===== src/verilog/rgb_settings.svh =====
`ifndef RGB_SETTINGS_SVH
`define RGB_SETTINGS_SVH

// Geometry of one µblock
`define RGB_BLK_W 8
`define RGB_BLK_H 16

// Frame size in µblocks
`define RGB_BLK_COLS 5
`define RGB_BLK_LINES 4

// Derived sizes
`define RGB_BLK_PIXELS (`RGB_BLK_W * `RGB_BLK_H)
`define RGB_FRAME_PIXELS (`RGB_BLK_PIXELS * `RGB_BLK_COLS * `RGB_BLK_LINES)

// Credits granted to the block reader after reset
`define RGB_CREDITS 4

// Two frame banks in the pixel memory
`define RGB_RAM_DEPTH (2 * `RGB_FRAME_PIXELS)

`endif


===== src/verilog/video_pkg.sv =====
`include "rgb_settings.svh"

package video_pkg;

    // One RGB888 pixel
    typedef logic [23:0] pixel_t;

    // Position inside a µblock
    typedef logic [$clog2(`RGB_BLK_W)-1:0] pixel_col_t;
    typedef logic [$clog2(`RGB_BLK_H)-1:0] pixel_line_t;

    // Position of the µblock inside the frame
    typedef logic [$clog2(`RGB_BLK_COLS)-1:0] block_col_t;
    typedef logic [$clog2(`RGB_BLK_LINES)-1:0] block_line_t;

    localparam int BLK_ADDR_W = $bits(block_line_t) + $bits(block_col_t)
                              + $bits(pixel_line_t) + $bits(pixel_col_t);

    // Word offset inside a bank, seen flat or by coordinates
    typedef union packed {
        logic [BLK_ADDR_W-1:0] linear;
        struct packed {
            block_line_t block_line;
            block_col_t  block_col;
            pixel_line_t pixel_line;
            pixel_col_t  pixel_col;
        } fields;
    } block_addr_u;

endpackage


===== src/verilog/mem_pkg.sv =====
package mem_pkg;

    // Bank select on top of the in-bank offset
    typedef logic [video_pkg::BLK_ADDR_W:0] ram_addr_t;

    // Memory holds pixels as they arrive
    typedef video_pkg::pixel_t ram_word_t;

    // Owners of the single RAM port
    typedef enum logic {
        REQ_WRITER,
        REQ_READER
    } requester_e;

endpackage


===== src/verilog/frame_writer.sv =====
`timescale 1ns/1ps
`include "rgb_settings.svh"

module frame_writer
    import video_pkg::*;
    import mem_pkg::*;
(
    input  logic        rgb_clk,
    input  logic        nrst,

    // Pixel stream from the video front end
    input  pixel_t      pixel_data,
    input  logic [31:0] pixel_idx,
    input  logic        pixel_valid,
    input  pixel_col_t  pixel_col,
    input  pixel_line_t pixel_line,
    input  block_col_t  block_col,
    input  block_line_t block_line,

    // Write request, always granted in the same cycle
    output logic        wr_req,
    output ram_addr_t   wr_addr,
    output ram_word_t   wr_data,

    // Bank holding the last complete frame
    output logic        ready_bank,
    output logic        frame_ready
);

    block_addr_u blk_addr;
    logic        frame_done;

    // Pixels of one µblock end up contiguous
    always_comb begin
        blk_addr.fields.block_line = block_line;
        blk_addr.fields.block_col  = block_col;
        blk_addr.fields.pixel_line = pixel_line;
        blk_addr.fields.pixel_col  = pixel_col;
    end

    // Fill the bank the reader is not using
    assign wr_req  = pixel_valid;
    assign wr_addr = {~ready_bank, blk_addr.linear};
    assign wr_data = pixel_data;

    assign frame_done = pixel_valid && (pixel_idx == 32'(`RGB_FRAME_PIXELS - 1));

    always_ff @(posedge rgb_clk or negedge nrst) begin
        if (!nrst) begin
            ready_bank  <= 1'b0;
            frame_ready <= 1'b0;
        end else if (frame_done) begin
            ready_bank  <= ~ready_bank;
            frame_ready <= 1'b1;
        end
    end

endmodule


===== config.mk =====
export PLATFORM = sky130hd
export DESIGN_NAME = frame_writer
export DESIGN_NICKNAME = d
export VERILOG_FILES = /design/src/verilog/video_pkg.sv /design/src/verilog/mem_pkg.sv /design/src/verilog/frame_writer.sv
export VERILOG_INCLUDE_DIRS = /design/src /design/src/verilog
export SDC_FILE = /design/constraint.sdc
export NUM_CORES = 1
export LEC_CHECK = 0
export BUFFER_PORTS_ARGS = -buffer_cell sky130_fd_sc_hd__buf_4
export CAP_MARGIN = 20
export CELL_PAD_IN_SITES_DETAIL_PLACEMENT = 2
export CELL_PAD_IN_SITES_GLOBAL_PLACEMENT = 2
export CORE_MARGIN = 2
export CORE_UTILIZATION = 10
export CTS_CLUSTER_SIZE = 40
export DETAILED_ROUTE_END_ITERATION = 10
export GPL_ROUTABILITY_DRIVEN = 1
export HOLD_SLACK_MARGIN = 0.1
export PLACE_DENSITY_LB_ADDON = 0.3
export REMOVE_ABC_BUFFERS = 1
export SLEW_MARGIN = 40
export SYNTH_ARGS = -nofsm -noshare
export SYNTH_HDL_FRONTEND = slang
export SYNTH_SLANG_ARGS = --single-unit

===== constraint.sdc =====
create_clock -name rgb_clk -period 1.3 [get_ports rgb_clk]
set_input_delay 0.195 -clock rgb_clk [delete_from_list [all_inputs] [get_ports rgb_clk]]
set_output_delay 0.195 -clock rgb_clk [all_outputs]
set_load 0.05 [all_outputs]

==> run metrics <==
most common cell after layout, fill and taps aside=buf_4; status=finished clean; nets=around 130; Worst Path Required=between 1000 and 1500 ps; hpwl dp=2260 um; kind of critical path=input port to flip-flop; DP Area=543 um2; synthesized flop and latch total=2; sequential fraction of the synthesis area=between 10% and 20%; Bufs on Longest Clock Path=2; unrepaired setup endpoints after global routing=false; Detailed Routing Iterations Pass 1=4; cells after synthesis=between 50 and 60; Synth warnings=0; Port Buffers=38; Slew @ Worst Pin=between 200 and 300 ps; crit path from=pixel_idx[10]; critical path buffer and inverter count=1; Synth area leaders=buf_4 59%, dfrtp_1 11%, nand4_4 4.5%; Core Area=4440 um2; Max-Cap Viols=0; final hold viol count=0; slowest cell delay on critical path=490 ps; I/O Pins=about 110; vias in the first global route=525; CTS tree=yes; CP cell instances=buf_4 -> nand2b_4 -> or4_4 -> nor4_4 -> xnor2_1; die height=about 73 um; vias per cell=slightly below 4; top cell type's share of synthesized area=59.0%; DIE WIDTH=roughly 73 um; H-tree levels=1; Final Setup Violations=0; crit end category=flip-flop; gpl congestion=0.575; clock-pin slew on the worst setup and hold paths=approximately 30 ps; Pwr Density=684 nW/um2; post-CTS setup repair buffer count=0; Vias=between 400 and 500; Pins Over Slew Limit=0; worst vdd ir=roughly 0.22 mV; Avg WL per Cell=~24 um; critical path's slowest cell=or4_4; Clock Skew=0 ps; reg2reg start=frame_ready; Final Cell Area=about 590 um2; worst skew pair latency=roughly 210 ps; layout cells sized above 1=about 75%; Leak=0.291 nW; All-Layer GR Usage=10.2%; TNS Setup=0 ps; Iteration-0 DRC Markers=7; commonest cells after routing, fill and taps aside=38 x buf_4, 3 x nor4_1, 3 x clkbuf_8; CTS Buf Count=3; ANT cells=0; Rel. slew slack=between 80% and 90%; largest delay contributor family on the critical path=simple AND/OR/NAND/NOR gates; post-synth cell types=16; Area Overhead vs Synth=26.3%; initial antenna violation count=0; Place WS=-150 ps; Starting Density=between 10% and 20%; CP Max Fanout=2; CP Launch Type=input port; clk sink count=2; final antenna-violating net count=0; GR Overflow Total=0; DRT Wirelength=about 2700 um; remaining routing DRC violations=0; Post-CTS Resized=0; row count=24; Die Area=between 5000 and 6000 um2; achievable clock frequency=813 MHz; first-pass GRT wire length=3570 um; final period utilization=~95%; cell taking the most area after synthesis=buf_4; PnR worst setup slack=70.3 ps; CTS root buf=clkbuf_8; Post-Synthesis Cell Area=approximately 470 um2; syn_area_per_cell=between 8 and 9 um2; largest net degree at the start of global routing=3; Worst EP arrival=~1400 ps; post-layout min period=approximately 1200 ps; Layout fillers=533; Hold Crit Class=input port to async pin
==> registers in the layout (all words and copies together) (netlist names) <==
name,count
frame_ready,1
ready_bank,1
==> per-layer routing <==
metal	wire length, um	GRT usage (%)	vias to the layer above
met5	38	8.08	-
met1	1140	12.9	191
met4	27	2.88	2
li1	-	-	156
met2	770	8.89	86
met3	728	12.6	4
==> cell usage after synthesis <==
master	instances
nor4_1	3
and4b_1	1
or2_1	1
nand3_1	1
nand4_4	1
or4_4	1
xnor2_1	1
inv_1	1
buf_4	37
nor3_1	1
nor2_1	1
nor4_4	1
dfrtp_1	2
nand2b_4	1
nand4_1	1
nand3b_1	1
==> final timing paths <==
path	end	slack [ps]	depth (start not counted)
worst max register to register	frame_ready	610	1
worst max-delay path	ready_bank	70	5
worst min-delay path	ready_bank	330	2
max in group asynchronous	frame_ready	890	2
min in group rgb_clk	ready_bank	390	4
worst min register to register	frame_ready	460	1
==> kinds of logic after synthesis <==
kind of cell  count (synthesis)  share of synthesized area [%]
buf+inv                      38                           59.8
simple gates                 14                           27.7
flops                         2                           10.6
xor+xnor                      1                           1.86
==> metrics by stage <==
step | cells | hold slack, ps | util [%] | power (mW)
6_report | 112 | 325 | 13.4 | 0.407
5_1_grt | 112 | 317 | 13.4 | 0.439
4_1_cts | 112 | 322 | 13.4 | 0.415
3_5_place_dp | 108 | -18.5 | 12.2 | 0.166
3_3_place_gp | 108 | -22.1 | 12.2 | 0.163
2_1_floorplan | 18 | -101 | - | 0.0737
==> power breakdown <==
group	leakage, nW	switching (mW)	total (mW)	internal, mW
logic	0.246	0.0298	0.104	0.0742
registers	0.0227	0.000000000189	0.0628	0.0628
clock network	0.0216	0.0445	0.240	0.195
==> timing repair <==
action                                 CTS  global route
hold buffers                             1             0
setup endpoints to repair                0             0
endpoints found under the hold margin    2             0
==> cell type report <==
cell class,count,area (um2),share of cell area (%)
multi-input combinational,15,139,23.4
tap,52,65.1,10.9
timing repair buffer,39,295,49.7
clock buffer,3,41.3,6.95
sequential,2,50.0,8.42
inverter,1,3.75,0.632
Note: power is estimated with default switching activity, not from simulation.
