===== src/verilog/rgb_settings.svh =====
`ifndef RGB_SETTINGS_SVH
`define RGB_SETTINGS_SVH

// Geometry of one µblock
`define RGB_BLK_W 8
`define RGB_BLK_H 16

// Frame size in µblocks
`define RGB_BLK_COLS 5
`define RGB_BLK_LINES 4

// Derived sizes
`define RGB_BLK_PIXELS (`RGB_BLK_W * `RGB_BLK_H)
`define RGB_FRAME_PIXELS (`RGB_BLK_PIXELS * `RGB_BLK_COLS * `RGB_BLK_LINES)

// Credits granted to the block reader after reset
`define RGB_CREDITS 4

// Two frame banks in the pixel memory
`define RGB_RAM_DEPTH (2 * `RGB_FRAME_PIXELS)

`endif


===== src/verilog/video_pkg.sv =====
`include "rgb_settings.svh"

package video_pkg;

    // One RGB888 pixel
    typedef logic [23:0] pixel_t;

    // Position inside a µblock
    typedef logic [$clog2(`RGB_BLK_W)-1:0] pixel_col_t;
    typedef logic [$clog2(`RGB_BLK_H)-1:0] pixel_line_t;

    // Position of the µblock inside the frame
    typedef logic [$clog2(`RGB_BLK_COLS)-1:0] block_col_t;
    typedef logic [$clog2(`RGB_BLK_LINES)-1:0] block_line_t;

    localparam int BLK_ADDR_W = $bits(block_line_t) + $bits(block_col_t)
                              + $bits(pixel_line_t) + $bits(pixel_col_t);

    // Word offset inside a bank, seen flat or by coordinates
    typedef union packed {
        logic [BLK_ADDR_W-1:0] linear;
        struct packed {
            block_line_t block_line;
            block_col_t  block_col;
            pixel_line_t pixel_line;
            pixel_col_t  pixel_col;
        } fields;
    } block_addr_u;

endpackage


===== src/verilog/rgb_logic.sv =====
`timescale 1ns/1ps
`include "rgb_settings.svh"

module rgb_logic
    import video_pkg::*;
(
    input  logic        rgb_clk,
    input  logic        nrst,

    input  pixel_t      rgb,
    input  logic        hsync,
    input  logic        vsync,

    // Pixel output, one cycle after the sample
    output pixel_t      pixel_data,
    output logic [31:0] pixel_idx,
    output logic        pixel_valid,

    // Coordinates of the pixel inside its µblock
    output pixel_col_t  pixel_col,
    output pixel_line_t pixel_line,
    // Coordinates of the µblock
    output block_col_t  block_col,
    output block_line_t block_line,

    // Capture enable, sampled once per frame
    input  logic        rgb_enable
);

    logic        vsync_r;
    logic        frame_start;
    logic        step;
    logic        frame_en;

    // Coordinates of the pixel currently on the bus
    logic [31:0] cnt_idx;
    pixel_col_t  cnt_pixel_col;
    pixel_line_t cnt_pixel_line;
    block_col_t  cnt_block_col;
    block_line_t cnt_block_line;

    assign frame_start = vsync & ~vsync_r;
    assign step        = vsync & vsync_r & hsync;

    always_ff @(posedge rgb_clk or negedge nrst) begin
        if (!nrst) begin
            vsync_r  <= 1'b0;
            frame_en <= 1'b0;
        end else begin
            vsync_r <= vsync;
            if (frame_start)
                frame_en <= rgb_enable;
        end
    end

    // Pixel column inside µblock column inside pixel line inside µblock line
    always_ff @(posedge rgb_clk or negedge nrst) begin
        if (!nrst) begin
            cnt_idx        <= '0;
            cnt_pixel_col  <= '0;
            cnt_pixel_line <= '0;
            cnt_block_col  <= '0;
            cnt_block_line <= '0;
        end else if (frame_start) begin
            cnt_idx        <= '0;
            cnt_pixel_col  <= '0;
            cnt_pixel_line <= '0;
            cnt_block_col  <= '0;
            cnt_block_line <= '0;
        end else if (step) begin
            cnt_idx       <= cnt_idx + 32'd1;
            cnt_pixel_col <= cnt_pixel_col + 1'b1;
            if (cnt_pixel_col == pixel_col_t'(`RGB_BLK_W - 1)) begin
                cnt_pixel_col <= '0;
                cnt_block_col <= cnt_block_col + 1'b1;
                if (cnt_block_col == block_col_t'(`RGB_BLK_COLS - 1)) begin
                    cnt_block_col  <= '0;
                    cnt_pixel_line <= cnt_pixel_line + 1'b1;
                    if (cnt_pixel_line == pixel_line_t'(`RGB_BLK_H - 1)) begin
                        cnt_pixel_line <= '0;
                        cnt_block_line <= cnt_block_line + 1'b1;
                        if (cnt_block_line == block_line_t'(`RGB_BLK_LINES - 1))
                            cnt_block_line <= '0;
                    end
                end
            end
        end
    end

    // Valid only inside an enabled frame
    always_ff @(posedge rgb_clk or negedge nrst) begin
        if (!nrst)
            pixel_valid <= 1'b0;
        else
            pixel_valid <= step & frame_en;
    end

    // Data and coordinates latched together
    always_ff @(posedge rgb_clk) begin
        pixel_data <= rgb;
        pixel_idx  <= cnt_idx;
        pixel_col  <= cnt_pixel_col;
        pixel_line <= cnt_pixel_line;
        block_col  <= cnt_block_col;
        block_line <= cnt_block_line;
    end

endmodule


===== config.mk =====
export PLATFORM = sky130hd
export DESIGN_NAME = rgb_logic
export DESIGN_NICKNAME = d
export VERILOG_FILES = /design/src/verilog/video_pkg.sv /design/src/verilog/rgb_logic.sv
export VERILOG_INCLUDE_DIRS = /design/src /design/src/verilog
export SDC_FILE = /design/constraint.sdc
export NUM_CORES = 1
export LEC_CHECK = 0
export BUFFER_PORTS_ARGS = -buffer_cell sky130_fd_sc_hd__buf_2
export CORE_ASPECT_RATIO = 0.75
export CORE_MARGIN = 3
export CORE_UTILIZATION = 32
export DETAILED_ROUTE_END_ITERATION = 8
export GPL_ROUTABILITY_DRIVEN = 0
export PLACE_DENSITY_LB_ADDON = 0.1
export SKIP_CTS_REPAIR_TIMING = 1
export SLEW_MARGIN = 20
export SYNTH_ARGS = -nofsm -noshare
export SYNTH_HDL_FRONTEND = slang
export SYNTH_SLANG_ARGS = --single-unit

===== constraint.sdc =====
create_clock -name rgb_clk -period 4 [get_ports rgb_clk]
set_clock_uncertainty 0.1 [all_clocks]
set_input_delay 0 -clock rgb_clk [delete_from_list [all_inputs] [get_ports rgb_clk]]
set_output_delay 0 -clock rgb_clk [all_outputs]
set_load 0.1 [all_outputs]

==> flow_metrics.py <==
metrics = {
    "status": {
        "status": "finished, final reports clean",
    },
    "synth": {
        "yosysSeqAreaShare": 0.659,
        "synth_cell_type_count": 43,
        "synth.area.top_cells": "dfxtp_1 (35%), dfrtp_1 (31%), mux2i_1 (4.2%), nand2_1 (3.9%), ha_1 (2.3%)",
        "ys.flop_type": "dfxtp_1",
        "syn_area_um2": 3850,
        "synth_seq_cells": 115,
        "yosys.area.top_type": "dfxtp_1",
        "yosys_warnings": 0,
        "synth_top_cell_area_share": 0.353,
        "synth_enable_flop_cells": 0,
        "syn_nets": 362,
        "syn_inst": 326,
        "ys_async_sr_fraction": 0.409,
        "syn_area_per_cell_um2": 11.8,
    },
    "cts": {
        "clk_pin_slew_ns": 0.06,
        "clkLatencyLatePin_ns": 0.40,
        "cts-root-buf": "clkbuf_16",
        "htreeDepth": 4,
        "cts_buffer_depth": 2,
        "cts_tree": "built",
        "numCtsBuffers": 17,
        "cts_sinks": 115,
    },
    "setup_path": {
        "end_kind": "flop",
        "cp-start-kind": "flop",
        "path_class": "flop to flop",
        "worst-endpoint-required_ns": 4.19,
        "crit_arrival_ns": 2.47,
        "cp_max_fo": 7,
    },
    "timing": {
        "period_minus_slack_ns": 2.27,
        "max-slew-margin-rel": 0.393,
        "fin_ws_ns": 1.73,
        "tightest_slew_ns": 0.909,
        "finalHoldViolCount": 0,
        "fmax_ghz": 0.440,
        "slew_viol_final": 0,
        "rsz0062_at_grt": "false",
        "fin_worst_hold_slack_ns": 0.129,
        "setup_violations": 0,
        "fin_crit_sh": 0.568,
        "fin_setup_tns_ns": 0,
    },
    "floorplan": {
        "dieHeight_um": 101,
        "die_x_um": 133,
        "core_area_um2": 11700,
        "num_rows": 34,
        "dieArea_um2": 13400,
        "num_io_pins": 98,
        "start_util": 0.331,
    },
    "drt": {
        "via_per_inst": 4.56,
        "dr.first_iter.drc_count": 138,
        "wl_per_cell_um": 14.3,
        "dr.pass1.iters": 4,
        "ant_nets": 0,
        "wl_um": 9050,
        "via_count": 2893,
        "drc": 0,
    },
    "cells_and_area": {
        "fin_util": 0.463,
        "nNetsFinal": 496,
        "syn2layout_area_growth_pct": 40.2,
        "final_cell_area_um2": 5400,
        "nFillCells": 1115,
        "antennaDiodeCount": 0,
        "drive_above_1_share": 0.288,
    },
    "global_route": {
        "grt_overflow": 0,
        "grt_max_degree": 48,
        "track_usage": 0.142,
        "antenna_found_initial": 0,
        "grt_pass1_wl_um": 14700,
        "grt_pass1_vias": 2748,
    },
    "power_and_ir_drop": {
        "power_density_nw_per_um2": 579,
        "irDropWorstVdd_mv": 0.406,
        "power.leakage_uw": 0.00253,
    },
    "placed_design": {
        "dp_slack_ns": 1.73,
        "dp_hpwl_um": 5850,
        "numPortBuffers": 97,
        "place_area_um2": 4500,
    },
    "hold_path": {
        "hp-class": "primary input to asynchronous set/reset pin",
    },
    "flow_run": {
        "max_cap_violations": 0,
    },
}
layout make-up:
class                      instances  area [um^2]  area share
tap                              162          203      0.0375
sequential                       115         2540       0.470
inverter                           7         26.3     0.00487
clock buffer                      22          505      0.0936
clock inverter                    10          119      0.0220
timing repair buffer             127          781       0.145
multi-input combinational        192         1230       0.228
final timing paths:
kind                       depth (start not counted)        startpoint  slack, ns           endpoint
max in group asynchronous                          3              nrst       3.23        cnt_idx[16]
max                                                6  cnt_pixel_col[0]       1.73  cnt_block_line[0]
min in group rgb_clk                               2           rgb[21]       0.13     pixel_data[21]
min reg2reg                                        0       cnt_idx[31]       0.31      pixel_idx[31]
max reg2reg                                        6  cnt_pixel_col[0]       1.73  cnt_block_line[0]
min                                                3              nrst       0.13        cnt_idx[11]
layout by cell type (no fill, tap or decap), types with 14 or more instances in the layout:
cell / netlist / layout
dlygate4sd3_1: 0 / 28
dfxtp_1: 68 / 68
nand2_1: 40 / 40
mux2i_1: 16 / 16
nand4_1: 14 / 14
clkbuf_16: 0 / 18
buf_2: 3 / 97
nand3_1: 15 / 15
o21ai_0: 16 / 16
dfrtp_1: 47 / 47
cells in the mapped netlist (4+ instances only):
cell type and count:
nand3_1 15, dfrtp_1 47, nand4_1 14, a21oi_1 7
nor4_1 6, nor2_1 6, nand2_1 40, inv_1 7
nor3_1 8, mux2i_1 16, nand2b_1 4, o21ai_0 16
ha_1 7, o211ai_1 6, o31ai_1 7, clkbuf_1 5
and4_1 6, dfxtp_1 68
per-layer routing:
layer  vias up  track usage  wire (um)
met3         9       0.0474        402
met2        72        0.192       3800
met1      1352        0.202       4750
met4         0       0.0703        103
li1       1460            -          -
met5         -            0          0
sequential cells by signal (all words and copies together) (netlist names):
signal and cells:
cnt_idx 32, pixel_idx 32, pixel_data 24, cnt_pixel_line 4, pixel_line 4, block_col 3
cnt_block_col 3, cnt_pixel_col 3, pixel_col 3, block_line 2, cnt_block_line 2, frame_en 1
pixel_valid 1, vsync_r 1
per-stage QoR:
| step | total power (uW) | std cells |
|---|---|---|
| detailed placement | 1580 | 575 |
| global route | 3250 | 635 |
| global placement | 1570 | 575 |
| floorplan | 1500 | 326 |
| finish | 3130 | 635 |
| CTS | 3150 | 607 |
worst max-delay path, stage by stage (launching register included):
cell	delay [ns]
dfrtp_1	0.41
ha_1	0.23
ha_1	0.24
and4_1	0.19
o21ai_0	0.48
a21o_1	0.19
mux2_2	0.33
logic make-up after synthesis:
logic type	Yosys count	synth area share
simple gates	117	0.165
flops	115	0.659
compound gates	51	0.0870
buf+inv	19	0.0224
mux	17	0.0445
fa+ha+maj	7	0.0227
where the power goes:
part           switching [uW]  internal [uW]  leakage, uW  total, uW
logic                     277           71.4      0.00103        348
clock network             533           1020     0.000293       1550
registers                25.6           1200      0.00120       1230
No activity file was read; power rests on OpenSTA's default activity.
