==> src/verilog/rgb_settings.svh <==
`ifndef RGB_SETTINGS_SVH
`define RGB_SETTINGS_SVH

// Geometry of one µblock
`define RGB_BLK_W 8
`define RGB_BLK_H 16

// Frame size in µblocks
`define RGB_BLK_COLS 5
`define RGB_BLK_LINES 4

// Derived sizes
`define RGB_BLK_PIXELS (`RGB_BLK_W * `RGB_BLK_H)
`define RGB_FRAME_PIXELS (`RGB_BLK_PIXELS * `RGB_BLK_COLS * `RGB_BLK_LINES)

// Credits granted to the block reader after reset
`define RGB_CREDITS 4

// Two frame banks in the pixel memory
`define RGB_RAM_DEPTH (2 * `RGB_FRAME_PIXELS)

`endif

==> src/verilog/video_pkg.sv <==
`include "rgb_settings.svh"

package video_pkg;

    // One RGB888 pixel
    typedef logic [23:0] pixel_t;

    // Position inside a µblock
    typedef logic [$clog2(`RGB_BLK_W)-1:0] pixel_col_t;
    typedef logic [$clog2(`RGB_BLK_H)-1:0] pixel_line_t;

    // Position of the µblock inside the frame
    typedef logic [$clog2(`RGB_BLK_COLS)-1:0] block_col_t;
    typedef logic [$clog2(`RGB_BLK_LINES)-1:0] block_line_t;

    localparam int BLK_ADDR_W = $bits(block_line_t) + $bits(block_col_t)
                              + $bits(pixel_line_t) + $bits(pixel_col_t);

    // Word offset inside a bank, seen flat or by coordinates
    typedef union packed {
        logic [BLK_ADDR_W-1:0] linear;
        struct packed {
            block_line_t block_line;
            block_col_t  block_col;
            pixel_line_t pixel_line;
            pixel_col_t  pixel_col;
        } fields;
    } block_addr_u;

endpackage

==> src/verilog/mem_pkg.sv <==
package mem_pkg;

    // Bank select on top of the in-bank offset
    typedef logic [video_pkg::BLK_ADDR_W:0] ram_addr_t;

    // Memory holds pixels as they arrive
    typedef video_pkg::pixel_t ram_word_t;

    // Owners of the single RAM port
    typedef enum logic {
        REQ_WRITER,
        REQ_READER
    } requester_e;

endpackage

==> src/verilog/ram_arbiter.sv <==
`timescale 1ns/1ps

module ram_arbiter
    import mem_pkg::*;
(
    // Writer side, never stalled
    input  logic       wr_req,
    input  ram_addr_t  wr_addr,
    input  ram_word_t  wr_data,

    // Reader side, holds its request until granted
    input  logic       rd_req,
    input  ram_addr_t  rd_addr,
    output logic       rd_gnt,

    // Single RAM port
    output logic       ram_we,
    output ram_addr_t  ram_addr,
    output ram_word_t  ram_wdata
);

    requester_e owner;

    // Writer wins whenever it asks
    always_comb begin
        if (wr_req)
            owner = REQ_WRITER;
        else
            owner = REQ_READER;
    end

    assign rd_gnt = rd_req && (owner == REQ_READER);
    assign ram_we = (owner == REQ_WRITER);

    always_comb begin
        case (owner)
            REQ_WRITER: ram_addr = wr_addr;
            default:    ram_addr = rd_addr;
        endcase
    end

    // Only the writer drives data
    assign ram_wdata = wr_data;

endmodule

==> config.mk <==
export PLATFORM = sky130hd
export DESIGN_NAME = ram_arbiter
export DESIGN_NICKNAME = d
export VERILOG_FILES = /design/src/verilog/video_pkg.sv /design/src/verilog/mem_pkg.sv /design/src/verilog/ram_arbiter.sv
export VERILOG_INCLUDE_DIRS = /design/src /design/src/verilog
export SDC_FILE = /design/constraint.sdc
export NUM_CORES = 1
export LEC_CHECK = 0
export ABC_AREA = 1
export CORE_AREA = 10 10 47 49
export DETAILED_ROUTE_END_ITERATION = 10
export DIE_AREA = 0 0 57 59
export DONT_BUFFER_PORTS = 1
export MAX_ROUTING_LAYER = met4
export PLACE_DENSITY = 0.49
export SETUP_SLACK_MARGIN = 0.2
export SYNTH_ARGS = -nofsm -noshare
export SYNTH_HDL_FRONTEND = slang
export SYNTH_SLANG_ARGS = --single-unit
==> constraint.sdc <==
create_clock -name vclk -period 0.8
set_input_delay 0.08 -clock vclk [all_inputs]
set_output_delay 0.08 -clock vclk [all_outputs]
set_load 0.05 [all_outputs]
==> results.cfg, run 1 <==
[status]
status = complete, no violations

[floorplanning]
row_count = 14
die_area_mm2 = 0.00336
io_pins = 91
start_util_pct = 26.0
fp.dieH_um = 59
die_x_um = 57
core_area_mm2 = 0.00140

[cts]
cts_hold_buf = 0

[place]
routabilityCongestion = 0.580
portBuffers = 0
dpl_cell_area_um2 = 270

[synthesis]
syn-cell-area_um2 = 364
syn_inst = 69
synthDistinctLibCells = 6
ys.warnings.count = 0
syn-mean-instance-area_um2 = 5.28
syn-num-nets = 121
ys_seq_area_share_pct = 0

[final_layout]
ff_latch_area_um2 = 0
final_nets = 99
final_common_cell = nand2_1
layout-drive-gt1-share_pct = 35.6
clock_buffers = 0
fillers = 175
mostFrequentLayoutCells = nand2_1 (28), nand2_4 (8), nand2_2 (3), buf_12 (3)
seq_cells = 0
n_antenna_cell = 0
fin_area_um2 = 318
area_growth_pct = -12.7

[grt]
grt_pass1_vias = 327
overflow = 0
antenna_found_initial = 0
grt_max_degree = 17
grtUsageTotal_pct = 6.10
grt_pass1_wl_um = 1720

[worst_hold_path]
hold_class = input pin to output port
min-delay-start = wr_data[2]

[detailed_routing]
drt_iter0_markers = 3
drt_pre_antenna_iters = 4
vias_per_cell = 4.89
vias = 298
drt_wl_total_um = 1180
drc = 0
wl_met1_um = 434
wl_met2_um = 518
top_layer_used = met4
routedWlPerCell_um = 19.3
wl_met3_um = 201
drtAntennaViolNets = 0

[setup_path]
required_ns = 0.72
crit_fanout = 16
crit_arrival_ns = 0.46
cp-start-kind = input pin
cp-endpoint = ram_addr[0]
critPathKind = input pin to output port
end_kind = output port
crit_start = wr_req

[sta]
timing.fmax_mhz = 1850
tns_ns = 0
finalHoldViolations = 0
tightestPinTransition_ns = 0.324
rsz0062_at_grt = false
slew_headroom_pct = 78.3
setup_viol = 0
fin_crit_sh_pct = 67.5
finalCriticalPeriod_ns = 0.540
slew_viol_final = 0

[pwr]
power.density_mw_per_mm2 = 1160
peakVddDrop_v = 0.000279
p_leak_nw = 0.169
p_total_mw = 0.369

[job]
maxCapViolCount = 0
==> critical path, stage by stage <==
cell and delay, ns:
inv_6 0.08, nand2_1 0.06, nand2_1 0.10, buf_12 0.14
==> how the worst min path moves through the flow <==
stage                               to  slack (ns)  cells after the start
after detailed placement  ram_wdata[0]        0.16                      0
after global routing      ram_wdata[2]        0.16                      0
after global placement    ram_wdata[0]        0.16                      0
final                     ram_wdata[2]        0.16                      0
after floorplan                 rd_gnt        0.31                      2
after CTS                 ram_wdata[0]        0.16                      0
==> layer usage <==
metal  global-route usage, %  vias to the layer above
met4                    1.68                        0
met1                    5.85                      121
met5                       -                        -
li1                        -                      131
met3                    4.08                        8
met2                    9.92                       38
==> power breakdown <==
group	internal (mW)	switching, mW	total, mW
logic	0.0932	0.276	0.369
registers	0	0	0
clock network	0	0	0
total	0.0932	0.276	0.369
==> through the flow <==
step	std cells	utilization, %	hold slack (ns)	setup WS, ns
after floorplan	69	-	0.311	0.202
after global routing	61	22.7	0.160	0.220
after CTS	61	22.3	0.160	0.215
after global placement	61	19.3	0.160	0.131
final	61	22.7	0.160	0.260
after detailed placement	61	19.3	0.160	0.129
==> area by class of cell <==
| class | count | area [µm²] | share of cell area, % |
|---|---|---|---|
| tap | 16 | 20.0 | 6.30 |
| inverter | 2 | 12.5 | 3.94 |
| multi-input combinational | 40 | 225 | 70.9 |
| timing repair buffer | 3 | 60.1 | 18.9 |
==> repair_timing <==
item	4_1_cts	5_1_grt
hold endpoints to repair	0	0
pin swaps	0	0
endpoints found under the setup margin	13	4
gates resized for setup	9	2
buffers inserted	0	0
==> cells in the mapped netlist <==
cell / count / share of area [%]
nor2_1: 1 / 1.0
inv_2: 1 / 1.0
buf_4: 26 / 54
nand2_1: 39 / 40
buf_6: 1 / 3.1
inv_1: 1 / 1.0
==> cells by family (layout without fill, tap and decap cells) <==
kind of cell | count (synthesis) | after routing | share of synthesized area, %
and+or+nand+nor | 40 | 40 | 41.2
buffers and inverters | 29 | 5 | 58.8
No activity file was read; power rests on OpenSTA's default activity.
==> run 2, diff against run 1 <==
- ABC_AREA: 1 -> 0
- PLACE_DENSITY: 0.49 -> 0.48
==> run 2 against run 1 <==
Compared with the run above: clock-buffer cell count unchanged; maximum frequency decreased by 11%; highest routed layer unchanged; utilization decreased by 7.4 points; flip-flop and latch count unchanged; cell count decreased by 51%; power decreased by 19%; wire length decreased by 8.4%; combinational power decreased by 19%; die area unchanged; non-clock buffer count decreased by 3; final area decreased by 33%; largest cell class unchanged; first-iteration DRC count decreased by 100%.
==> results.cfg, run 2 <==
[pwr]
peakVddDrop_v = 0.000251
p_leak_nw = 0.0984
power.density_mw_per_mm2 = 1400

[synthesis]
yosys.area.top_type_share_pct = 53.0
syn-num-nets = 92
ys.warnings.count = 0
synthDistinctLibCells = 4
synth_common_cells = buf_4 (25), mux2_2 (13), and2b_2 (1), buf_6 (1)
yosys.area.top_type = buf_4
synth_area_leaders = buf_4 (53%), mux2_2 (41%), buf_6 (3.2%)
yosysMostFrequentCell = buf_4
syn-cell-area_um2 = 354
syn-mean-instance-area_um2 = 8.85
syn_inst = 40
ys_seq_area_share_pct = 0

[sta]
finalHoldViolations = 0
fin_crit_sh_pct = 75.7
timing.fmax_mhz = 1650
tns_ns = 0
slew_headroom_pct = 82.2
tightestPinTransition_ns = 0.269
finalCriticalPeriod_ns = 0.606
setup_viol = 0
rsz0062_at_grt = true
slew_viol_final = 0
worst_slack_ns = 0.194

[final_layout]
final_common_cell = mux2_4
seq_cells = 0
clock_buffers = 0
final_nets = 68
layout-drive-gt1-share_pct = 100
ff_latch_area_um2 = 0
n_antenna_cell = 0
mostFrequentLayoutCells = mux2_4 (10), mux2_2 (3), and2b_4 (1)
area_growth_pct = -39.6

[floorplanning]
core_area_mm2 = 0.00140
row_count = 14
io_pins = 91
die_x_um = 57
start_util_pct = 25.3
die_area_mm2 = 0.00336
fp.dieH_um = 59

[job]
maxCapViolCount = 0

[detailed_routing]
drt_pre_antenna_iters = 1
routedWlPerCell_um = 35.9
vias_per_cell = 5.70
drc = 0
vias = 171
drt_wl_total_um = 1080
drtAntennaViolNets = 0
drt_iter0_markers = 0

[grt]
grt_pass1_vias = 200
grtUsageTotal_pct = 5.16
grt_max_degree = 16
grt_pass1_wl_um = 1410
antenna_found_initial = 0
overflow = 0

[setup_path]
critPathKind = input pin to output port
critPathBufInv = 0
cpPeakStageDelay_ns = 0.44
crit_fanout = 15
cp_top_family = multiplexers
crit_arrival_ns = 0.53
required_ns = 0.72
end_kind = output port
slowest_stage = mux2_2
worstPathCellList = mux2_2
cp-start-kind = input pin

[status]
status = complete, no violations

[place]
place_ws_ns = 0.200
routabilityCongestion = 0.560
portBuffers = 0

[cts]
cts_setup_buffers = 0

[worst_hold_path]
hold_class = input pin to output port
-- run 2: timing repair --
action                     in CTS  in global routing
gates resized for setup         0                  1
setup endpoints to repair       0                  4
hold buffers                    0                  0
-- run 2: area by class of cell --
class | count | area [µm²]
Multi-Input combinational cell | 14 | 194
Tap cell | 16 | 20.0
Fill cell | 162 | 1190
-- run 2: per-stage QoR --
step	utilization, %	instance area (µm²)	instances	power, mW	hold WS [ns]
finish	15.3	214	30	0.299	0.160
global route	15.3	214	30	0.307	0.160
CTS	15.0	210	30	0.299	0.160
detailed placement	15.0	210	30	0.299	0.160
global placement	15.0	210	30	0.301	0.160
floorplan	-	398	40	0.645	0.327
-- run 2: path summary, 6_finish.rpt --
| kind | startpoint | end | slack [ns] | cells past startpoint |
|---|---|---|---|---|
| worst max-delay path | wr_req | ram_addr[0] | 0.19 | 1 |
| worst min-delay path | wr_data[14] | ram_wdata[14] | 0.16 | 0 |
-- run 2: logic make-up (layout without fill, tap and decap cells) --
kind of cell,count (synthesis),in the layout,synth area share [%]
buffers and inverters,26,0,56.2
multiplexers,13,13,41.3
AND/OR/NAND/NOR,1,1,2.47
-- run 2: report_power, final --
group	leakage [nW]	internal [mW]	switching, mW
Sequential	0	0	0
Combinational	0.0984	0.0833	0.216
Clock	0	0	0
Total	0.0984	0.0833	0.216
-- run 2: per-layer routing --
layer / vias up / global-route usage [%] / routed length [µm]
met4: 0 / 1.01 / 5
li1: 55 / - / -
met3: 4 / 6.44 / 350
met2: 44 / 8.22 / 459
met5: - / - / 0
met1: 68 / 3.58 / 261
