===== config.mk =====
export PLATFORM = sky130hd
export DESIGN_NAME = block_reader
export DESIGN_NICKNAME = d
export VERILOG_FILES = /design/src/verilog/video_pkg.sv /design/src/verilog/mem_pkg.sv /design/src/verilog/block_reader.sv
export VERILOG_INCLUDE_DIRS = /design/src /design/src/verilog
export SDC_FILE = /design/constraint.sdc
export NUM_CORES = 1
export LEC_CHECK = 0
export ABC_AREA = 1
export BUFFER_PORTS_ARGS = -buffer_cell sky130_fd_sc_hd__buf_2
export CAP_MARGIN = 20
export CELL_PAD_IN_SITES_DETAIL_PLACEMENT = 0
export CELL_PAD_IN_SITES_GLOBAL_PLACEMENT = 1
export CORE_UTILIZATION = 29
export DETAILED_ROUTE_END_ITERATION = 7
export HOLD_SLACK_MARGIN = 0.02
export PLACE_DENSITY_LB_ADDON = 0.3
export SLEW_MARGIN = 20
export SYNTH_ARGS = -nofsm -noshare
export SYNTH_HDL_FRONTEND = slang
export SYNTH_SLANG_ARGS = --single-unit

===== constraint.sdc =====
create_clock -name rgb_clk -period 1.7 [get_ports rgb_clk]
set_input_delay 0.34 -clock rgb_clk [delete_from_list [all_inputs] [get_ports rgb_clk]]
set_output_delay 0.34 -clock rgb_clk [all_outputs]
set_load 0.05 [all_outputs]

===== src/verilog/rgb_settings.svh =====
`ifndef RGB_SETTINGS_SVH
`define RGB_SETTINGS_SVH

// Geometry of one µblock
`define RGB_BLK_W 8
`define RGB_BLK_H 16

// Frame size in µblocks
`define RGB_BLK_COLS 5
`define RGB_BLK_LINES 4

// Derived sizes
`define RGB_BLK_PIXELS (`RGB_BLK_W * `RGB_BLK_H)
`define RGB_FRAME_PIXELS (`RGB_BLK_PIXELS * `RGB_BLK_COLS * `RGB_BLK_LINES)

// Credits granted to the block reader after reset
`define RGB_CREDITS 4

// Two frame banks in the pixel memory
`define RGB_RAM_DEPTH (2 * `RGB_FRAME_PIXELS)

`endif


===== src/verilog/video_pkg.sv =====
`include "rgb_settings.svh"

package video_pkg;

    // One RGB888 pixel
    typedef logic [23:0] pixel_t;

    // Position inside a µblock
    typedef logic [$clog2(`RGB_BLK_W)-1:0] pixel_col_t;
    typedef logic [$clog2(`RGB_BLK_H)-1:0] pixel_line_t;

    // Position of the µblock inside the frame
    typedef logic [$clog2(`RGB_BLK_COLS)-1:0] block_col_t;
    typedef logic [$clog2(`RGB_BLK_LINES)-1:0] block_line_t;

    localparam int BLK_ADDR_W = $bits(block_line_t) + $bits(block_col_t)
                              + $bits(pixel_line_t) + $bits(pixel_col_t);

    // Word offset inside a bank, seen flat or by coordinates
    typedef union packed {
        logic [BLK_ADDR_W-1:0] linear;
        struct packed {
            block_line_t block_line;
            block_col_t  block_col;
            pixel_line_t pixel_line;
            pixel_col_t  pixel_col;
        } fields;
    } block_addr_u;

endpackage


===== src/verilog/mem_pkg.sv =====
package mem_pkg;

    // Bank select on top of the in-bank offset
    typedef logic [video_pkg::BLK_ADDR_W:0] ram_addr_t;

    // Memory holds pixels as they arrive
    typedef video_pkg::pixel_t ram_word_t;

    // Owners of the single RAM port
    typedef enum logic {
        REQ_WRITER,
        REQ_READER
    } requester_e;

endpackage


===== src/verilog/block_reader.sv =====
`timescale 1ns/1ps
`include "rgb_settings.svh"

module block_reader
    import video_pkg::*;
    import mem_pkg::*;
(
    input  logic        rgb_clk,
    input  logic        nrst,

    // Host request
    input  logic        rd_start,
    input  block_col_t  rd_block_col,
    input  block_line_t rd_block_line,
    input  logic        credit_return,

    // Bank handover from the writer
    input  logic        ready_bank,
    input  logic        frame_ready,

    // RAM access through the arbiter
    output logic        rd_req,
    output ram_addr_t   rd_addr,
    input  logic        rd_gnt,
    input  ram_word_t   ram_rdata,

    // Pixel stream to the host
    output logic        rd_busy,
    output pixel_t      out_data,
    output logic        out_valid,
    output logic        out_last
);

    localparam int CREDIT_W = 8;
    localparam int OFFS_W   = $clog2(`RGB_BLK_PIXELS);
    localparam int COL_W    = $bits(pixel_col_t);
    localparam logic [OFFS_W-1:0] LAST_OFFS = OFFS_W'(`RGB_BLK_PIXELS - 1);

    logic                start_ok;
    logic                bank_r;
    block_col_t          col_r;
    block_line_t         line_r;
    logic [OFFS_W-1:0]   req_offs;
    logic                req_done;
    logic [CREDIT_W-1:0] credits;
    logic                gnt_q;
    logic                last_q;
    block_addr_u         blk_addr;

    // Starts while busy or before the first frame are dropped
    assign start_ok = rd_start && !rd_busy && frame_ready;

    always_comb begin
        blk_addr.fields.block_line = line_r;
        blk_addr.fields.block_col  = col_r;
        blk_addr.fields.pixel_line = req_offs[OFFS_W-1:COL_W];
        blk_addr.fields.pixel_col  = req_offs[COL_W-1:0];
    end

    assign rd_addr = {bank_r, blk_addr.linear};

    // Credits still free once the read in flight is counted
    assign rd_req = rd_busy && !req_done && (credits > CREDIT_W'(gnt_q));

    // Read data returns one cycle after the grant
    assign out_valid = gnt_q;
    assign out_last  = last_q;
    assign out_data  = ram_rdata;

    always_ff @(posedge rgb_clk or negedge nrst) begin
        if (!nrst) begin
            rd_busy  <= 1'b0;
            req_done <= 1'b0;
            req_offs <= '0;
            gnt_q    <= 1'b0;
            last_q   <= 1'b0;
            credits  <= CREDIT_W'(`RGB_CREDITS);
        end else begin
            gnt_q   <= rd_gnt;
            last_q  <= rd_gnt && (req_offs == LAST_OFFS);
            credits <= credits - CREDIT_W'(gnt_q) + CREDIT_W'(credit_return);

            if (start_ok) begin
                rd_busy  <= 1'b1;
                req_done <= 1'b0;
                req_offs <= '0;
            end else begin
                if (rd_gnt) begin
                    req_offs <= req_offs + 1'b1;
                    if (req_offs == LAST_OFFS)
                        req_done <= 1'b1;
                end
                if (out_last)
                    rd_busy <= 1'b0;
            end
        end
    end

    // Bank frozen for the whole block
    always_ff @(posedge rgb_clk) begin
        if (start_ok) begin
            bank_r <= ready_bank;
            col_r  <= rd_block_col;
            line_r <= rd_block_line;
        end
    end

endmodule


==> metrics.csv, run 1 <==
stage,metric,value,unit
pwr,max-vdd-ir-drop,966,uV
clock_tree,cts_root_buf,clkbuf_8,
layout,final_nets,245,
timing,finalWorstSetupSlack,-98.2,ps
timing,grt_setup_unrepaired,true,
clock_tree,cts_tree,yes,
place,place.port_buffers,28,
synth,ys.warnings.count,0,
worst_setup_path,worst-endpoint-arrival,1460,ps
layout,most-common-layout-cells,"nand2_1, buf_2, inv_1, dfrtp_1, nor2_1",
drt,avgViaCountPerCell,3.98,
drt,vias,1042,
pwr,finalPower,3.62,mW
synth,mux_cell_area_share_after_synthesis,0.00732,
place,placedCellCount,257,
worst_setup_path,crit_fanout,2,
layout,final_cells,262,
worst_setup_path,r2r-start,credits[2],
worst_setup_path,ff2ff_setup_slack,-70,ps
worst_setup_path,path_cells,"inv_2, ha_2, nand4_1, o21ai_2, nor2_2, buf_6",
flow_run,timing.max_cap.violations,0,
synth,yosys_register_bits,25,
synth,synth_compound_area_frac,0.0325,
global_routing,grt_start_max_net_pins,20,
synth,synthDistinctLibCells,23,
synth,synth_area,0.00154,mm2
synth,synth.largest_area_cell,dfrtp_1,
synth,adder_cell_area_share_of_the_yosys_netlist,0.135,
clock_tree,cts-hold-fix-buffers,0,
global_routing,overall_global_routing_resource_usage,0.110,
clock_tree,cts_num_sinks,25,
floorplanning,floorplan_die_height,74.8,um
global_routing,grt.overflow.total,0,
timing,setup_viols_final,3,
drt,totalWireLength,2710,um
timing,post-route-period-util,1.06,
synth,basic_gate_share_of_the_synthesized_area_counting_and_or_nand_and_nor_cells,0.189,
place,detailed_place_hpwl,2150,um
timing,timing_worst_slew_pin_value,451,ps
floorplanning,design.core.area,0.00511,mm2
drt,firstDrtPassIters,4,
timing,timing.max_slew.rel_slack,0.699,
global_routing,number_of_antenna_violations_at_the_first_check_in_global_routing,0,
drt,route.antenna.remaining_nets,0,
synth,synth.net_count,225,
floorplanning,ioPinCount,77,
synth,synth_largest_type_area_fraction,0.293,
timing,fin_clk_skew,1.25,ps
timing,max_clock_freq,556,MHz
clock_tree,cts.clk_slew.worst_paths,80,ps
timing,final-max-slew-violation-count,0,
layout,fraction_of_layout_instances_using_a_drive_strength_above_1,0.365,
synth,post_synth_main_area_contributors,"dfrtp_1, buf_4, ha_1, edfxtp_1, nand2_1",
global_routing,grt_pass1_vias,954,
layout,syn2layout_area_growth,16.3,%
layout,layout_commonest_cell,nand2_1,
clock_tree,tritoncts.num_buffers,3,
worst_setup_path,worst_reg_to_reg_path_cell_count,10,
clock_tree,clockBufferDepth,2,
worst_setup_path,worst-setup-path-type,flip-flop to output port,
synth,synth_top_family_by_area,buffers and inverters,
worst_setup_path,cpPeakStageDelay,550,ps
worst_hold_path,worst_hold_path_type,primary input to asynchronous set/reset pin,
floorplanning,die_x,74.8,um
worst_setup_path,critical_path_startpoint_category,flip-flop,
worst_setup_path,critical_path.reg2reg.endpoint,credits[7],
floorplanning,die_area,0.00560,mm2
pwr,static-leakage-power,0.919,nW
layout,layout_cell_area_excl_fill,0.00179,mm2
floorplanning,fp-row-count,26,
place,placed_area,0.00169,mm2
run_status,failing_checks,setup timing,
global_routing,first_pass_grt_wire_length,4550,um
floorplanning,floorplan.initialDensity,0.301,
pwr,powerDensity,2020,mW/mm2
timing,finalCriticalPeriod,1800,ps
clock_tree,clk_latency,260,ps
run_status,outcome,"complete, but fails checks",
drt,wire_per_inst,10.4,um
synth,post_synth_xor_area_fraction,0.0171,
layout,antenna_cells_inserted,0,
drt,drt_iter0_drc,18,
drt,route.detailed.drc,0,
synth,netlist_instances,173,
timing,timing.final.hold_violations,0,
synth,seq_area_frac_synth,0.427,
clock_tree,ctsHtreeMaxLevel,1,
place,globalplace.congestion,0.721,
synth,avgSynthCellArea,8.90,um2
worst_setup_path,worst_ep_required_time,1360,ps
worst_setup_path,slowest_stage,dfstp_2,
worst_setup_path,critical_path.endpoint_type,output port,
critical path: cells and delay by family, from the launching register on:
kind | cells | cell delay [ps]
AOI/OAI and AO/OA | 1 | 60
and+or+nand+nor | 2 | 210
DFF | 1 | 550
buffers and inverters | 2 | 200
adders and majority gates | 1 | 170
power breakdown:
part           internal, mW  switching, mW  total (mW)
sequential            0.847          0.163        1.01
combinational         0.907           1.36        2.27
clock                 0.167          0.176       0.343
total                  1.92           1.70        3.62
through the flow:
step	hold WS (ps)	setup TNS, ps	setup WS (ps)	utilization
3_3_place_gp	321	-56.7	-38.5	0.331
2_1_floorplan	44.4	-253	-112	-
4_1_cts	34.2	-301	-138	0.349
5_1_grt	33.0	-646	-172	0.351
6_report	13.7	-227	-98.2	0.351
3_5_place_dp	326	-129	-69.6	0.331
synthesized netlist by cell type:
cell       n
dfstp_2    1
inv_1     29
o21ai_0    3
nand2_1   34
nand2_2    1
nor3_2     1
mux2_2     1
nor3b_1    1
buf_4     25
nor2_1    14
nand3_1    6
xor2_1     2
dfrtp_1   18
edfxtp_1   6
nand4_1    1
nor2_2     2
or2_2      1
ha_1      15
nand3_2    2
fa_1       1
a21oi_1    7
nor2_4     1
xnor2_1    1
final cells by class:
class | instances | area (um2)
Inverter | 29 | 111
Timing Repair Buffer | 40 | 240
Fill cell | 545 | 3320
Tap cell | 70 | 87.6
Sequential cell | 25 | 658
Clock buffer | 4 | 45.0
Multi-Input combinational cell | 94 | 648
per-layer routing:
| metal | vias to the layer above | part of all wire | global-route usage |
|---|---|---|---|
| li1 | 544 | - | - |
| met3 | 10 | 0.044 | 0.0214 |
| met1 | 467 | 0.47 | 0.150 |
| met5 | - | 0 | 0 |
| met2 | 21 | 0.48 | 0.174 |
| met4 | 0 | 0.012 | 0.0377 |
worst max-delay path by stage:
| stage | to | startpoint | slack (ps) |
|---|---|---|---|
| floorplan | credits[4] | out_valid | -110 |
| global placement | credits[6] | credits[0] | -40 |
| detailed placement | credits[6] | credits[0] | -70 |
| CTS | rd_req | credits[2] | -140 |
| global route | rd_req | credits[2] | -170 |
| finish | rd_req | credits[2] | -100 |
state kept, by name (all words and copies together), names as in the netlist:
register / cells
req_done: 1
line_r: 2
req_offs: 7
out_valid: 1
bank_r: 1
rd_busy: 1
col_r: 3
credits: 8
out_last: 1
repair_timing:
action / 4_1_cts / 5_1_grt
cloned: 0 / 0
pin swaps: 7 / 2
setup buffers: 1 / 0
gates resized for setup: 11 / 5
endpoints found under the setup margin: 3 / 6
kinds of logic after synthesis:
kind of cell    after synthesis
buf+inv                      54
simple gates                 64
compound gates               10
flops                        25
mux                           1
xor+xnor                      3
fa+ha+maj                    16
Power figures use the tool's default switching activity.
==> inputs of run 2 (changes only) <==
--- a/config.mk
+++ b/config.mk
@@ -11,7 +11,8 @@
 export CAP_MARGIN = 20
 export CELL_PAD_IN_SITES_DETAIL_PLACEMENT = 0
 export CELL_PAD_IN_SITES_GLOBAL_PLACEMENT = 1
-export CORE_UTILIZATION = 29
+export CORE_UTILIZATION = 36
+export CTS_BUF_LIST = sky130_fd_sc_hd__clkbuf_8
 export DETAILED_ROUTE_END_ITERATION = 7
 export HOLD_SLACK_MARGIN = 0.02
 export PLACE_DENSITY_LB_ADDON = 0.3
==> constraint.sdc (replaced) <==
create_clock -name rgb_clk -period 2.1 [get_ports rgb_clk]
set_input_delay 0.42 -clock rgb_clk [delete_from_list [all_inputs] [get_ports rgb_clk]]
set_output_delay 0.42 -clock rgb_clk [all_outputs]
set_load 0.05 [all_outputs]
==> run 2 against run 1 <==
- the flow now finishes without violations
- combinational power fell by 30%
- worst hold slack improved by 67 ps
- routed wire length fell by 3.1%
- via count decreased by 1.8%
- die area down 19%
- sequential share of layout area is 3.7 points higher
- register-to-register slack improved by 220 ps
- final cell count fell by 12%
- largest cell class unchanged
- highest routed layer unchanged
- clock-buffer cell count decreased by 1
==> metrics.csv, run 2 (synthesis results as in run 1) <==
stage,metric,value,unit,change
drt,firstDrtPassIters,4,,unchanged
floorplanning,ioPinCount,77,,unchanged
flow_run,timing.max_cap.violations,0,,unchanged
clock_tree,clockBufferDepth,2,,unchanged
place,placed_area,0.00156,mm2,-7.6%
layout,fraction_of_layout_instances_using_a_drive_strength_above_1,0.249,,-0.116
clock_tree,cts-hold-fix-buffers,0,,unchanged
clock_tree,ctsHtreeMaxLevel,1,,unchanged
pwr,powerDensity,1670,mW/mm2,-18%
drt,totalWireLength,2630,um,-3.1%
worst_setup_path,worst_reg_to_reg_path_cell_count,11,,+1
layout,layout_commonest_cell,nand2_1,,
timing,grt_setup_unrepaired,false,,
drt,route.antenna.remaining_nets,0,,unchanged
timing,setup_viols_final,0,,-3
place,placedCellCount,227,,-12%
pwr,max-vdd-ir-drop,752,uV,-22%
floorplanning,floorplan_die_height,67.4,um,-10%
clock_tree,cts_post_setup_buffers_inserted,0,,-1
clock_tree,cts_root_buf,clkbuf_8,,
global_routing,overall_global_routing_resource_usage,0.129,,+0.0198
worst_setup_path,slowest_stage,dfstp_2,,
timing,fin_clk_skew,1.91,ps,+0.658 ps
worst_setup_path,path_cells,"inv_1, ha_1, nand4_1, o21ai_0, nor2_2, buf_6",,
worst_setup_path,critical_path.endpoint_type,output port,,
drt,avgViaCountPerCell,4.43,,+11%
layout,antenna_cells_inserted,0,,unchanged
clock_tree,tritoncts.num_buffers,3,,unchanged
layout,syn2layout_area_growth,5.45,%,
clock_tree,clk_latency,270,ps,about the same
worst_setup_path,critical_path_startpoint_category,flip-flop,,
timing,final.setup.tns,0,ps,+227 ps
worst_setup_path,worst-setup-path-type,flip-flop to output port,,
worst_setup_path,cp_top_family,flip-flops,,
worst_setup_path,worst-endpoint-arrival,1560,ps,+100 ps
global_routing,number_of_antenna_violations_at_the_first_check_in_global_routing,0,,unchanged
place,globalplace.congestion,0.879,,+22%
timing,holdWs,80.6,ps,+66.9 ps
global_routing,grt.overflow.total,0,,unchanged
layout,most-common-layout-cells,"nand2_1, inv_1, buf_2, dfrtp_1, ha_1",,
pwr,static-leakage-power,0.869,nW,-5.4%
global_routing,met3_track_demand_over_resource_in_global_routing,0.0321,,+0.0107
floorplanning,floorplan.initialDensity,0.379,,+0.0780
layout,layout_cell_area_excl_fill,0.00162,mm2,-9.4%
place,detailed_place_hpwl,2070,um,-3.7%
timing,max_clock_freq,506,MHz,
worst_setup_path,worst-path-buf-inv,2,,unchanged
worst_setup_path,ff2ff_setup_slack,150,ps,+220 ps
clock_tree,cts.clk_slew.worst_paths,90,ps,about the same
worst_hold_path,worst_hold_path_type,primary input to asynchronous set/reset pin,,
layout,largest_reg_flops,8,,unchanged
drt,route.detailed.drc,0,,unchanged
floorplanning,fp-row-count,23,,-12%
place,place.port_buffers,28,,unchanged
worst_setup_path,r2r-start,out_valid,,
worst_setup_path,worst_ep_required_time,1680,ps,+320 ps
global_routing,first_pass_grt_wire_length,4360,um,-4.3%
clock_tree,cts_tree,yes,,
global_routing,use_met2,0.206,,+0.0321
timing,timing.max_slew.rel_slack,0.702,,+0.00233
worst_setup_path,critical_path.reg2reg.endpoint,credits[6],,
global_routing,busiest_layer,met2,,
global_routing,grt_pass1_vias,1019,,+6.8%
floorplanning,die_area,0.00454,mm2,-19%
drt,vias,1023,,-1.8%
run_status,outcome,completed,,
drt,wire_per_inst,11.4,um,+9.9%
timing,finalCriticalPeriod,1980,ps,
clock_tree,cts_num_sinks,25,,unchanged
global_routing,grt_start_max_net_pins,20,,unchanged
timing,post-route-period-util,0.941,,
global_routing,grtUsageMet1,0.162,,+0.0127
layout,regMostFlops,credits,,
drt,drt_iter0_drc,20,,+2
layout,regs_by_ff_count,"credits (8), req_offs (7), col_r (3)",,
timing,final-max-slew-violation-count,0,,unchanged
layout,final_cells,231,,-12%
worst_setup_path,cpPeakStageDelay,540,ps,about the same
layout,final_nets,234,,-4.5%
timing,timing.final.hold_violations,0,,unchanged
worst_setup_path,crit_fanout,3,,+1
floorplanning,design.core.area,0.00406,mm2,-21%
layout,final_util,0.400,,+0.0494
floorplanning,die_x,67.4,um,-10%
timing,timing_worst_slew_pin_value,448,ps,-3.49 ps
run 2: cell type report:
class	instances	area (um2)
flip-flops and latches	25	657
well taps	50	62.6
repair buffers	29	154
clock inverters	1	7.51
clock buffers	3	41.3
multi-input cells	94	592
fillers	417	2430
inverters	29	109
run 2: timing repair:
| item | 4_1_cts | 5_1_grt |
|---|---|---|
| setup endpoints to repair | 0 | 1 |
| hold endpoints to repair | 0 | 0 |
| resized for setup | 0 | 4 |
run 2: worst max path at each step:
| stage | from | endpoint | cells after the start |
|---|---|---|---|
| floorplan | out_valid | credits[6] | 11 |
| global placement | out_valid | credits[6] | 11 |
| detailed placement | out_valid | credits[6] | 11 |
| CTS | credits[2] | rd_req | 6 |
| global route | credits[2] | rd_req | 7 |
| finish | credits[2] | rd_req | 6 |
run 2: stage by stage:
| stage | setup WS [ps] | total power, mW |
|---|---|---|
| 3_3_place_gp | 253 | 2.39 |
| 4_1_cts | 14.5 | 2.72 |
| 3_5_place_dp | 185 | 2.41 |
| 2_1_floorplan | 43.0 | 2.19 |
| 5_1_grt | 23.0 | 2.98 |
| 6_report | 123 | 2.70 |
run 2: worst register-to-register path: stages, from the launching register on:
cell	delay [ps]
dfrtp_1	400
ha_1	330
inv_1	70
ha_1	160
inv_1	60
fa_1	410
inv_1	70
nand2_1	40
nand2_1	80
nand3_1	100
nand3_1	80
nand2_1	60
run 2: per-layer routing:
layer	share of wire	vias up
met3	0.059	11
met5	0	-
met4	0.020	0
li1	-	523
met2	0.46	26
met1	0.46	463
run 2: power by group:
group          internal, mW  switching, mW
registers             0.685          0.126
logic                 0.558           1.04
clock network         0.135          0.157
==> inputs of run 3 (changes only) <==
==> constraint.sdc (replaced) <==
create_clock -name rgb_clk -period 2.34 [get_ports rgb_clk]
set_input_delay 0.468 -clock rgb_clk [delete_from_list [all_inputs] [get_ports rgb_clk]]
set_output_delay 0.468 -clock rgb_clk [all_outputs]
set_load 0.05 [all_outputs]
==> run 3 against run 2 <==
- cell area decreased by 0.77%
- global-route usage decreased by 0.98 points
- sequential cell count unchanged
- clock-buffer cell count unchanged
- critical path depth unchanged
- largest cell class unchanged
==> metrics.csv, run 3 (synthesis results as in run 1) <==
stage,metric,value,unit,change
run_status,outcome,completed,,
floorplanning,floorplan_die_height,67.4,um,unchanged
layout,final_util,0.397,,-0.00308
clock_tree,cts-hold-fix-buffers,0,,unchanged
place,globalplace.congestion,0.767,,-13%
timing,timing_worst_slew_pin_value,444,ps,-4.07 ps
drt,vias,1019,,-0.39%
drt,avgViaCountPerCell,4.41,,-0.39%
timing,fin_clk_skew,3.64,ps,+1.72 ps
layout,most-common-layout-cells,"nand2_1, inv_1, buf_2, dfrtp_1, ha_1",,
layout,layout_commonest_cell,nand2_1,,
layout,multi_input_comb_area,586,um2,-1.1%
place,detailed_place_hpwl,2070,um,-0.26%
timing,final-max-slew-violation-count,0,,unchanged
floorplanning,die_area,0.00454,mm2,unchanged
worst_setup_path,worst-endpoint-arrival,1670,ps,+110 ps
worst_setup_path,crit_fanout,3,,unchanged
worst_hold_path,worst_hold_path_type,primary input to asynchronous set/reset pin,,
pwr,static-leakage-power,0.868,nW,-0.13%
worst_setup_path,ff2ff_setup_slack,440,ps,+290 ps
clock_tree,clk_latency,270,ps,about the same
timing,setup_viols_final,0,,unchanged
drt,route.antenna.remaining_nets,0,,unchanged
drt,wire_per_inst,11.2,um,-1.8%
pwr,finalPower,2.38,mW,-12%
worst_setup_path,critical_path_startpoint_category,flip-flop,,
layout,fraction_of_layout_instances_using_a_drive_strength_above_1,0.238,,-0.0110
timing,max_clock_freq,469,MHz,
timing,post-route-period-util,0.912,,
worst_setup_path,critical_path.reg2reg.endpoint,credits[6],,
global_routing,number_of_antenna_violations_at_the_first_check_in_global_routing,0,,unchanged
clock_tree,cts_post_setup_buffers_inserted,0,,unchanged
clock_tree,clockBufferDepth,2,,unchanged
drt,drt_iter0_drc,40,,+100%
pwr,powerDensity,1480,mW/mm2,-11%
place,place.port_buffers,28,,unchanged
layout,regs_by_ff_count,"credits (8), req_offs (7), col_r (3)",,
timing,holdWs,124,ps,+42.9 ps
timing,timing.final.hold_violations,0,,unchanged
floorplanning,fp-row-count,23,,unchanged
global_routing,first_pass_grt_wire_length,4060,um,-6.9%
timing,timing.max_slew.rel_slack,0.704,,+0.00271
worst_setup_path,worst-setup-path-type,flip-flop to output port,,
clock_tree,ctsHtreeMaxLevel,1,,unchanged
floorplanning,die_x,67.4,um,unchanged
timing,finalWorstSetupSlack,206,ps,+82.5 ps
worst_setup_path,worst_ep_required_time,1870,ps,+190 ps
worst_setup_path,r2r-start,out_valid,,
layout,largest_reg_flops,8,,unchanged
drt,firstDrtPassIters,4,,unchanged
clock_tree,cts_num_sinks,25,,unchanged
clock_tree,cts_tree,yes,,
place,dpl_worst_slack,436,ps,+251 ps
pwr,max-vdd-ir-drop,400,uV,-47%
clock_tree,cts_resized,0,,unchanged
flow_run,timing.max_cap.violations,0,,unchanged
layout,layout.area.seq,657,um2,unchanged
floorplanning,ioPinCount,77,,unchanged
layout,regMostFlops,credits,,
global_routing,overall_global_routing_resource_usage,0.120,,-0.00977
global_routing,grt_pass1_vias,944,,-7.4%
floorplanning,floorplan.initialDensity,0.379,,unchanged
global_routing,grt.overflow.total,0,,unchanged
drt,route.detailed.drc,0,,unchanged
drt,totalWireLength,2580,um,-1.8%
layout,antenna_cells_inserted,0,,unchanged
layout,syn2layout_area_growth,4.63,%,
clock_tree,cts.clk_slew.worst_paths,90,ps,about the same
timing,grt_setup_unrepaired,false,,
floorplanning,design.core.area,0.00406,mm2,unchanged
layout,final.fill_count,416,,-0.24%
timing,final.setup.tns,0,ps,unchanged
layout,final_nets,234,,unchanged
worst_setup_path,worst_reg_to_reg_path_cell_count,11,,unchanged
worst_setup_path,critical_path.endpoint_type,output port,,
timing,finalCriticalPeriod,2130,ps,
clock_tree,tritoncts.num_buffers,3,,unchanged
global_routing,grt_start_max_net_pins,20,,unchanged
clock_tree,cts_root_buf,clkbuf_8,,
## run 3: cell counts in the layout (fill, tap and decap cells not counted)
Identical to the previous run, type by type.
## run 3: area by class of cell
| class | instances | share of cell area |
|---|---|---|
| Tap cell | 50 | 0.0389 |
| Multi-Input combinational cell | 94 | 0.364 |
| Clock inverter | 1 | 0.00466 |
| Sequential cell | 25 | 0.408 |
| Inverter | 29 | 0.0676 |
| Timing Repair Buffer | 29 | 0.0917 |
| Clock buffer | 3 | 0.0256 |
## run 3: worst max path at each step
stage               start          to  slack (ps)  cells past startpoint
4_1_cts        credits[2]      rd_req         190                      6
2_1_floorplan   out_valid      rd_req         100                      4
6_report       credits[2]      rd_req         210                      6
3_5_place_dp    out_valid  credits[6]         440                     11
5_1_grt        credits[2]      rd_req          90                      6
3_3_place_gp    out_valid  credits[6]         480                     11
## run 3: stage by stage
step                std cells  area [um2]
floorplan                 173        1540
global placement          227        1560
detailed placement        227        1560
CTS                       231        1610
global route              231        1610
finish                    231        1610
## run 3: report_power, final
part	internal [mW]	switching [mW]	total [mW]
Sequential	0.615	0.112	0.727
Clock	0.121	0.143	0.263
Combinational	0.481	0.911	1.39
## run 3: worst max-delay path, cell delays in order (launching register included)
cell and delay, ps:
dfstp_2 550, inv_1 70, ha_1 220, nand4_1 80, o21ai_0 70, nor2_1 130
buf_2 280
## run 3: per-layer routing
layer	track usage	share of wire	vias to the layer above
li1	-	-	522
met1	0.145	0.45	460
met2	0.199	0.47	29
met3	0.0236	0.066	8
met4	0.0638	0.018	0
met5	0	0	-
